==> config.mk <==
export PLATFORM = sky130hd
export DESIGN_NAME = acq_top
export DESIGN_NICKNAME = d
export VERILOG_FILES = /design/src/acq_pkg.sv /design/src/acq_top.sv /design/src/decim_accum.sv /design/src/acq_control.sv /design/src/multi_sampler.sv
export VERILOG_INCLUDE_DIRS = /design/src
export SDC_FILE = /design/constraint.sdc
export NUM_CORES = 1
export LEC_CHECK = 0
export BUFFER_PORTS_ARGS = -buffer_cell sky130_fd_sc_hd__buf_2
export CAP_MARGIN = 25
export CORE_MARGIN = 5
export CORE_UTILIZATION = 54
export DETAILED_ROUTE_END_ITERATION = 8
export HOLD_SLACK_MARGIN = 0.05
export PLACE_DENSITY = 0.78
export SKIP_LAST_GASP = 1
export SLEW_MARGIN = 20
export SYNTH_ARGS = -nofsm -noshare
export SYNTH_HDL_FRONTEND = slang
export SYNTH_HIERARCHICAL = 1
export SYNTH_SLANG_ARGS = --single-unit
==> constraint.sdc <==
create_clock -name clk -period 2.5 [get_ports clk]
set_input_delay 0.75 -clock clk [delete_from_list [all_inputs] [get_ports clk]]
set_output_delay 0.75 -clock clk [all_outputs]
set_load 0.02 [all_outputs]
==> src/acq_consts.svh <==
`ifndef ACQ_CONSTS_SVH
`define ACQ_CONSTS_SVH

// Base sample period and base counter
`define SAMPLE_PERIOD_WI 8

// Decimation ratio and down counters
`define DSAMPLE_WI 6

// Raw ADC word, unsigned
`define ADC_WI 12

// Holds 63 full-scale ADC words without overflow
`define SUM_WI 20

// Capture length and sample counter
`define CAPTURE_WI 12

// Simulation watchdog in clock cycles
// 20 runs, each at most 60 samples of period 12 with trigger gaps, plus slack
`define ACQ_TIMEOUT_CYCLES (20 * (60 * 12 * 2 + 50))

`endif
==> src/acq_pkg.sv <==
`include "acq_consts.svh"

package acq_pkg;

   // Base sample period in enabled clock cycles
   typedef logic [`SAMPLE_PERIOD_WI-1:0] period_t;

   // Decimation ratio in base samples
   typedef logic [`DSAMPLE_WI-1:0] dperiod_t;

   // Unsigned ADC word
   typedef logic [`ADC_WI-1:0] adc_t;

   // Accumulated sum over one decimation interval
   typedef logic [`SUM_WI-1:0] sum_t;

   // Capture length and sample count
   typedef logic [`CAPTURE_WI-1:0] count_t;

   // Capture control states
   typedef enum logic [1:0] {
      st_idle,     // Waiting for start
      st_restart,  // One cycle, clears timer and accumulators
      st_run       // Trigger passed through, samples counted
   } ctrl_state_t;

endpackage

==> src/acq_top.sv <==
`include "acq_consts.svh"

module acq_top
   import acq_pkg::*;
(
   input  logic     clk,
   input  logic     reset,
   input  logic     ext_trig,
   input  logic     start,
   input  logic     stop,
   input  count_t   capture_len,
   input  period_t  sample_period,
   input  dperiod_t dsample0_period,
   input  dperiod_t dsample1_period,
   input  dperiod_t dsample2_period,
   input  adc_t     adc_data,
   output logic     sample_out,
   output logic     busy,
   output logic     done,
   output sum_t     dec0_data,
   output sum_t     dec1_data,
   output sum_t     dec2_data,
   output logic     dec0_valid,
   output logic     dec1_valid,
   output logic     dec2_valid
);

   logic tick;          // Gated trigger
   logic restart;
   logic dsample0_stb;
   logic dsample1_stb;
   logic dsample2_stb;

   acq_control u_control (
      .clk         (clk),
      .reset       (reset),
      .ext_trig    (ext_trig),
      .start       (start),
      .stop        (stop),
      .capture_len (capture_len),
      .sample_out  (sample_out),
      .tick        (tick),
      .restart     (restart),
      .busy        (busy),
      .done        (done)
   );

   multi_sampler u_sampler (
      .clk             (clk),
      .reset           (reset),
      .tick            (tick),
      .restart         (restart),
      .sample_period   (sample_period),
      .dsample0_period (dsample0_period),
      .dsample1_period (dsample1_period),
      .dsample2_period (dsample2_period),
      .sample_out      (sample_out),
      .dsample0_stb    (dsample0_stb),
      .dsample1_stb    (dsample1_stb),
      .dsample2_stb    (dsample2_stb)
   );

   // One accumulator per decimation channel
   decim_accum u_dec0 (
      .clk         (clk),
      .reset       (reset),
      .restart     (restart),
      .sample_out  (sample_out),
      .dsample_stb (dsample0_stb),
      .adc_data    (adc_data),
      .dec_data    (dec0_data),
      .dec_valid   (dec0_valid)
   );

   decim_accum u_dec1 (
      .clk         (clk),
      .reset       (reset),
      .restart     (restart),
      .sample_out  (sample_out),
      .dsample_stb (dsample1_stb),
      .adc_data    (adc_data),
      .dec_data    (dec1_data),
      .dec_valid   (dec1_valid)
   );

   decim_accum u_dec2 (
      .clk         (clk),
      .reset       (reset),
      .restart     (restart),
      .sample_out  (sample_out),
      .dsample_stb (dsample2_stb),
      .adc_data    (adc_data),
      .dec_data    (dec2_data),
      .dec_valid   (dec2_valid)
   );

endmodule

==> src/decim_accum.sv <==
`include "acq_consts.svh"

module decim_accum
   import acq_pkg::*;
(
   input  logic clk,
   input  logic reset,
   input  logic restart,      // Drops the partial sum
   input  logic sample_out,   // Base sample strobe
   input  logic dsample_stb,  // End of decimation interval
   input  adc_t adc_data,
   output sum_t dec_data,
   output logic dec_valid
);

   sum_t acc;
   sum_t adc_ext;
   sum_t interval_sum;
   logic dump;

   assign adc_ext      = `SUM_WI'(adc_data);  // Zero extend, words are unsigned
   assign interval_sum = acc + adc_ext;
   assign dump         = sample_out && dsample_stb;

   // Running sum and valid pulse
   always_ff @(posedge clk) begin
      if (reset || restart) begin
         acc       <= '0;
         dec_valid <= 1'b0;
      end else begin
         dec_valid <= dump;
         if (sample_out) begin
            if (dsample_stb) begin
               acc <= '0;  // Next interval starts empty
            end else begin
               acc <= interval_sum;
            end
         end
      end
   end

   // Output word, held between dumps
   always_ff @(posedge clk) begin
      if (reset) begin
         dec_data <= '0;
      end else if (dump && !restart) begin
         dec_data <= interval_sum;  // Includes the word of the strobe cycle
      end
   end

endmodule

==> src/acq_control.sv <==
`include "acq_consts.svh"

module acq_control
   import acq_pkg::*;
(
   input  logic   clk,
   input  logic   reset,
   input  logic   ext_trig,
   input  logic   start,
   input  logic   stop,
   input  count_t capture_len,   // Base samples per capture run
   input  logic   sample_out,
   output logic   tick,
   output logic   restart,
   output logic   busy,
   output logic   done
);

   ctrl_state_t state;
   count_t      sample_cnt;
   count_t      next_cnt;
   logic        last_sample;
   logic        end_run;

   assign next_cnt    = sample_cnt + `CAPTURE_WI'(1);
   assign last_sample = sample_out && (next_cnt == capture_len);  // Final sample of the run
   assign end_run     = stop || last_sample;

   always_ff @(posedge clk) begin
      if (reset) begin
         state      <= st_idle;
         sample_cnt <= '0;
         done       <= 1'b0;
      end else begin
         done <= 1'b0;
         unique case (state)
            st_idle: begin
               if (start) begin
                  state <= st_restart;
               end
            end
            st_restart: begin
               sample_cnt <= '0;
               state      <= st_run;
            end
            st_run: begin
               if (sample_out) begin
                  sample_cnt <= next_cnt;
               end
               // Either the programmed length or an early stop ends the run
               if (end_run) begin
                  state <= st_idle;
                  done  <= 1'b1;
               end
            end
            default: begin
               state <= st_idle;
            end
         endcase
      end
   end

   // Trigger only reaches the timer while a run is active
   assign tick    = (state == st_run) && ext_trig;
   assign restart = (state == st_restart);
   assign busy    = (state == st_run);

endmodule

==> src/multi_sampler.sv <==
`include "acq_consts.svh"

module multi_sampler
   import acq_pkg::*;
(
   input  logic     clk,
   input  logic     reset,
   input  logic     tick,             // Qualified clock enable
   input  logic     restart,          // Clears all counters
   input  period_t  sample_period,
   input  dperiod_t dsample0_period,
   input  dperiod_t dsample1_period,
   input  dperiod_t dsample2_period,
   output logic     sample_out,
   output logic     dsample0_stb,
   output logic     dsample1_stb,
   output logic     dsample2_stb
);

   localparam int NUM_DS = 3;

   period_t    samp_per_r;            // Period seen at the previous tick
   period_t    base_count;
   logic       period_changed;
   logic       base_wrap;
   dperiod_t   ds_period [NUM_DS];
   dperiod_t   ds_count [NUM_DS];
   logic [NUM_DS-1:0] ds_stb;

   assign period_changed = (sample_period != samp_per_r) && (base_count != '0);
   assign base_wrap      = (base_count == period_t'(sample_period - 1'b1));

   // Base timing
   always_ff @(posedge clk) begin
      if (reset || restart) begin
         samp_per_r <= '0;
         base_count <= '0;
         sample_out <= 1'b0;
      end else if (tick) begin
         samp_per_r <= sample_period;

         // A new period mid-count restarts the count from zero
         if (period_changed) begin
            base_count <= '0;
         end else if (base_wrap) begin
            base_count <= '0;
         end else begin
            base_count <= base_count + 1'b1;
         end

         sample_out <= (base_count == '0);  // Held until the next tick
      end
   end

   assign ds_period[0] = dsample0_period;
   assign ds_period[1] = dsample1_period;
   assign ds_period[2] = dsample2_period;

   // Decimation down counters, one per channel
   for (genvar i = 0; i < NUM_DS; i++) begin : g_dsample
      always_ff @(posedge clk) begin
         if (reset || restart) begin
            ds_count[i] <= `DSAMPLE_WI'(1);  // First base sample fires the strobe
         end else if (sample_out) begin
            if (ds_count[i] == `DSAMPLE_WI'(1)) begin
               ds_count[i] <= ds_period[i];
            end else begin
               ds_count[i] <= ds_count[i] - 1'b1;
            end
         end
      end

      // Qualified by sample_out so each strobe marks exactly one base sample
      assign ds_stb[i] = sample_out && (ds_count[i] == `DSAMPLE_WI'(1));
   end

   assign dsample0_stb = ds_stb[0];
   assign dsample1_stb = ds_stb[1];
   assign dsample2_stb = ds_stb[2];

endmodule

==> results of run 1 <==
-- repair_timing --
action,4_1_cts,5_1_grt
endpoints found under the setup margin,3,23
pin swaps,0,7
setup buffers,0,3
resized for setup,1,8
cloned,0,1
-- power by group --
| group | leakage [nW] | switching [mW] | internal, mW | total, mW |
|---|---|---|---|---|
| clock | 0.291 | 1.11 | 1.59 | 2.69 |
| sequential | 1.43 | 0.0253 | 2.84 | 2.86 |
| combinational | 3.51 | 0.404 | 0.293 | 0.697 |
| total | 5.23 | 1.53 | 4.71 | 6.25 |
-- worst max path at each step --
stage	start	endpoint	slack, ns	cells after the start
3_3_place_gp	adc_data[0]	u_dec0/dec_data[14]$_SDFFE_PP0P_	-0.36	10
5_1_grt	adc_data[8]	u_dec0/dec_data[19]$_SDFFE_PP0P_	0.001	11
6_report	adc_data[0]	u_dec0/acc[10]$_SDFFE_PP0P_	0.07	11
4_1_cts	u_control/state[1]$_SDFFE_PP0P_	busy	0.009	3
3_5_place_dp	adc_data[0]	u_dec2/dec_data[14]$_SDFFE_PP0P_	-0.45	10
2_1_floorplan	adc_data[0]	u_dec0/dec_data[16]$_SDFFE_PP0P_	-0.1	10
-- logic make-up after synthesis --
| logic type | synth area share [%] |
|---|---|
| AO/OA/AOI/OAI | 23.0 |
| XOR/XNOR | 6.84 |
| adder cells (fa/ha/maj) | 6.05 |
| buffers and inverters | 5.19 |
| flip-flops | 34.7 |
| multiplexers | 1.73 |
| AND/OR/NAND/NOR | 22.5 |
-- stage by stage --
step,cells,instance area [um2]
finish,1752,12900
global route,1752,12900
CTS,1747,12800
detailed placement,1715,12200
global placement,1715,12200
floorplan,1261,10600
-- final cells by class --
cell class,instances,area (um2),share of cell area [%]
inverter,41,154,1.19
clock inverter,8,105,0.816
tap,265,332,2.57
sequential,173,3640,28.3
clock buffer,24,492,3.82
multi-input combinational,977,6440,50.0
timing repair buffer,264,1710,13.3
-- cells in the mapped netlist, drive strengths merged, types with 10 or more instances --
master    n  area share [%]
a211oi   43             3.1
a22oi    12            0.86
edfxtp   18             5.1
inv      41             1.5
or3      27             1.6
o211ai   25             1.8
dfxtp   155              30
a21oi    87             4.3
nor2    153             5.5
clkbuf   50             2.1
xnor2    38             3.2
or4      13            0.96
nand2   125             4.5
nor3     25             1.4
nand3    49             2.3
xor2     44             3.7
mux2i    17             1.6
nand4    15             1.0
ha       46             5.5
o21ai    54             2.7
o31ai    10            0.86
buf      21             1.6
a31oi    25             1.5
a311oi   12             1.0
a21o     13            0.93
o21a     19             1.4
-- metal layers --
layer | GRT usage [%] | part of all wire (%)
met1 | 33.5 | 44
met2 | 42.3 | 48
met3 | 5.36 | 6.2
met4 | 7.00 | 1.9
met5 | 0 | 0.046
-- critical path, cell delays in order --
cell	delay, ns
buf_6	0.12
ha_4	0.16
inv_2	0.05
fa_2	0.19
and2b_1	0.19
o31a_2	0.35
buf_4	0.15
o21ai_0	0.25
a21oi_1	0.15
o21a_1	0.18
o31ai_1	0.20
-- sequential cells by signal (all words and copies together) (netlist names), 12 cells and up --
signal and count:
u_control/sample_cnt 12, u_dec1/acc 20, u_dec2/acc 20, u_sampler/ds_count 18, u_dec2/dec_data 20, u_dec0/dec_data 20
u_dec0/acc 20, u_dec1/dec_data 20
==> flow_metrics.env, run 1 <==
export IMPL_worstPathMaxFanout=3
export IMPL_r2r_start="u_sampler/ds_count[2][1]$_SDFFCE_PN0P_"
export IMPL_critPathKind="in -> reg"
export IMPL_rsz0062_at_grt="false"
export IMPL_synth_edff_count=18
export IMPL_drc=0
export IMPL_setup_tns_ns=0
export IMPL_ys_ff_latch=173
export IMPL_globalplace_congestion=0.934
export IMPL_die_y_um=149
export IMPL_clk_pin_slew_worst_paths_ns=0.06
export IMPL_hp_class="reg -> reg"
export IMPL_synth_flop_cell="dfxtp_1"
export IMPL_ys_types=87
export IMPL_holdBufCountCts=0
export IMPL_peakVddDrop_v=0.000440
export IMPL_final_common_cell="dfxtp_1"
export IMPL_arrival_ns=2.77
export IMPL_grt_usage_pct=25.4
export IMPL_layout_drive_gt1_share_pct=23.9
export IMPL_viasPerCell=5.83
export IMPL_ys_seq_area_share_pct=34.7
export IMPL_fmax_mhz=412
export IMPL_r2r_end="u_dec2/dec_data[10]$_SDFFE_PP0P_"
export IMPL_antenna_left=0
export IMPL_num_antenna_cells=0
export IMPL_rows=51
export IMPL_synthArstFlopShare_pct=0
export IMPL_power_leakage_nw=5.23
export IMPL_report_power_total_mw=6.25
export IMPL_post_dp_hpwl_um=21100
export IMPL_status="finished clean"
export IMPL_grt_pass1_vias=9741
export IMPL_cp_start_kind="input port"
export IMPL_num_vias=10200
export IMPL_grt_ovfl_total=0
export IMPL_wirelength_um=28500
export IMPL_p_per_area_nw_per_um2=485
export IMPL_final_util_pct=66.6
export IMPL_place_ws_ns=-0.445
export IMPL_cts_htree_levels=4
export IMPL_numCtsBuffers=17
export IMPL_max_cap_viol_count=0
export IMPL_clock_latency_ns=0.43
export IMPL_syn_inst=1261
export IMPL_fill_cells=1575
export IMPL_grt_antenna_before_repair=1
export IMPL_skew_ns=0.00911
export IMPL_finalCritPeriodShare_pct=97.1
export IMPL_synth_area_um2=10500
export IMPL_die_area_um2=22300
export IMPL_hold_viol_final=0
export IMPL_yosysWarningCount=6
export IMPL_setup_slack_ns=0.0737
export IMPL_hold_slack_ns=0.452
export IMPL_slew_limit_headroom_pct=63.7
export IMPL_r2r_setup_slack_ns=0.16
export IMPL_die_w_um=149
export IMPL_avgSynthCellArea_um2=8.33
export IMPL_drt_initial_drc_count=684
export IMPL_start_util_pct=54.3
export IMPL_numPortBuffers=120
export IMPL_holdPathEnd="u_dec1/dec_data[8]$_SDFFE_PP0P_"
export IMPL_areaGrowthSynthToFinish_pct=22.6
export IMPL_clockRootBuffer="clkbuf_16"
export IMPL_layout_common_cells="154 x dfxtp_1, 152 x nor2_1, 142 x buf_4"
export IMPL_setup_viol=0
export IMPL_core_um2=19300
export IMPL_avgRoutedWirePerCell_um=16.3
export IMPL_rr_worst_depth=8
export IMPL_setup_worst_path_end_class="flop"
export IMPL_worstHoldPathCells=2
export IMPL_worst_slew_pin_slew_ns=0.543
export IMPL_worstPathRequired_ns=2.84
export IMPL_drt_pass1_iter_count=5
export IMPL_period_minus_slack_ns=2.43
export IMPL_nets=1578
export IMPL_clock_sinks=173
export IMPL_tritoncts="built"
export IMPL_slew_violations=0
export IMPL_worstHoldStart="u_dec1/dec_data[8]$_SDFFE_PP0P_"
export IMPL_cts_buffer_depth=2
export IMPL_synth_fp_nets=1365
export IMPL_grt_pass1_wl_um=46900
export IMPL_ios=121
export IMPL_grt_max_degree=50
Note: power is estimated with default switching activity, not from simulation.
==> inputs of run 2 (changes only) <==
- MAX_ROUTING_LAYER: default -> met4
==> flow_metrics.env, run 2 (synthesis results as in run 1) <==
export IMPL_status="finished clean"
export IMPL_fmax_mhz=403
export IMPL_final_common_cell="dfxtp_1"
export IMPL_slew_limit_headroom_pct=48.5
export IMPL_fill_cells=1620
export IMPL_ios=121
export IMPL_r2r_end="u_dec2/dec_data[10]$_SDFFE_PP0P_"
export IMPL_worstHoldStart="u_dec1/dec_data[5]$_SDFFE_PP0P_"
export IMPL_areaGrowthSynthToFinish_pct=22.3
export IMPL_die_y_um=149
export IMPL_hp_class="reg -> reg"
export IMPL_clock_latency_ns=0.43
export IMPL_setup_worst_path_end_class="flop"
export IMPL_setup_viol=0
export IMPL_worstPathMaxFanout=5
export IMPL_max_cap_viol_count=0
export IMPL_crit_slowest_cell="o21ai_0"
export IMPL_report_power_total_mw=6.28
export IMPL_crit_path_max_incr_delay_ns=0.64
export IMPL_nets=1573
export IMPL_holdPathEnd="u_dec1/dec_data[5]$_SDFFE_PP0P_"
export IMPL_numPortBuffers=120
export IMPL_multi_input_area_um2=6450
export IMPL_tritoncts="built"
export IMPL_cp_cell_sequence="buf_2 > ha_1 > nand3_1 > o21ai_0 > o211ai_1 > xor2_1 > a211oi_1"
export IMPL_antenna_left=0
export IMPL_clockRootBuffer="clkbuf_16"
export IMPL_critPathKind="in -> reg"
export IMPL_r2r_setup_slack_ns=0.12
export IMPL_core_um2=19300
export IMPL_grt_ovfl_total=0
export IMPL_r2r_start="u_sampler/ds_count[2][1]$_SDFFCE_PN0P_"
export IMPL_rows=51
export IMPL_drt_initial_drc_count=818
export IMPL_crit_path_start="adc_data[9]"
export IMPL_power_leakage_nw=5.20
export IMPL_rr_worst_depth=8
export IMPL_cts_htree_levels=4
export IMPL_grt_pass1_vias=9648
export IMPL_peakVddDrop_v=0.000409
export IMPL_worstPathRequired_ns=2.85
export IMPL_worst_slew_pin_slew_ns=0.765
export IMPL_num_vias=10300
export IMPL_viasPerCell=5.87
export IMPL_clock_sinks=173
export IMPL_layout_common_cells="154 x dfxtp_1, 152 x nor2_1, 138 x buf_4"
export IMPL_grt_max_degree=50
export IMPL_avgRoutedWirePerCell_um=16.2
export IMPL_seqCellArea_um2=3640
export IMPL_clk_pin_slew_worst_paths_ns=0.08
export IMPL_slew_violations=0
export IMPL_worstPathBufferInverterCount=1
export IMPL_globalplace_congestion=0.941
export IMPL_numCtsBuffers=17
export IMPL_cts_buffer_depth=2
export IMPL_die_w_um=149
export IMPL_finalCritPeriodShare_pct=99.2
export IMPL_post_dp_hpwl_um=21000
export IMPL_layout_drive_gt1_share_pct=24.0
export IMPL_grt_pass1_wl_um=46400
export IMPL_start_util_pct=54.3
export IMPL_grt_antenna_before_repair=1
export IMPL_drt_pass1_iter_count=5
export IMPL_hold_viol_final=0
export IMPL_wirelength_um=28400
export IMPL_final_util_pct=66.4
export IMPL_grt_usage_pct=25.8
export IMPL_period_minus_slack_ns=2.48
export IMPL_cpLargestDelayFamily="compound AO/OA/AOI/OAI gates"
export IMPL_cp_start_kind="input port"
export IMPL_drc=0
export IMPL_arrival_ns=2.83
export IMPL_skew_ns=0.0126
export IMPL_die_area_um2=22300
export IMPL_p_per_area_nw_per_um2=489
export IMPL_worstHoldPathCells=2
[run 2: changes by cell type in the layout (fill, tap and decap cells not counted), moves of 2 or more]
cell,previous run,this run
clkbuf_1,3,1
buf_4,142,138
inv_6,1,6
clkbuf_8,4,1
[run 2: report_power, final]
part / switching [mW] / internal (mW) / leakage [nW]
Sequential: 0.0245 / 2.83 / 1.43
Clock: 1.20 / 1.52 / 0.290
Combinational: 0.405 / 0.291 / 3.48
Total: 1.63 / 4.65 / 5.20
[run 2: metal layers]
layer | GRT usage (%) | vias up | wire length [um]
met5 | - | - | 0
met4 | 8.74 | 0 | 582
met3 | 4.69 | 50 | 1830
met2 | 40.2 | 339 | 13300
met1 | 34.2 | 4850 | 12700
li1 | - | 5017 | -
[run 2: area by class of cell]
type                            count  area share [%]
Timing Repair Buffer              259            13.0
Tap cell                          265            2.58
Clock buffer                       19            3.45
Inverter                           41            1.20
Antenna cell                        1          0.0195
Clock inverter                     13            1.18
Multi-Input combinational cell    977            50.2
Sequential cell                   173            28.4
[run 2: per-stage QoR]
step,instances,hold slack [ns],cell area (um2),TNS (ns),setup slack (ns)
3_3_place_gp,1711,0.440,12200,-19.17,-0.362
6_report,1748,0.452,12800,0,0.0211
5_1_grt,1748,0.470,12800,-0.0292,-0.0292
2_1_floorplan,1261,0.429,10600,-0.594,-0.0974
3_5_place_dp,1711,0.444,12200,-23.65,-0.399
4_1_cts,1743,0.453,12800,0,0.00924
[run 2: what timing repair did]
action	CTS	global route
buffers inserted	0	2
hold buffers	0	0
endpoints found under the setup margin	0	32
resized for setup	0	11
[run 2: worst min-delay path, stage by stage, from the launching register on]
cell and delay (ns):
dfxtp_1 0.31, nand2_1 0.05, a21oi_1 0.05
[run 2: how the worst max path moves through the flow]
stage | to | slack [ns] | depth (start not counted)
finish | u_dec2/dec_data[17]$_SDFFE_PP0P_ | 0.02 | 7
global route | u_dec2/dec_data[17]$_SDFFE_PP0P_ | -0.03 | 9
CTS | u_dec2/dec_data[14]$_SDFFE_PP0P_ | 0.009 | 10
detailed placement | u_dec2/dec_data[14]$_SDFFE_PP0P_ | -0.40 | 10
global placement | u_dec0/dec_data[14]$_SDFFE_PP0P_ | -0.36 | 10
floorplan | u_dec0/dec_data[16]$_SDFFE_PP0P_ | -0.1 | 10
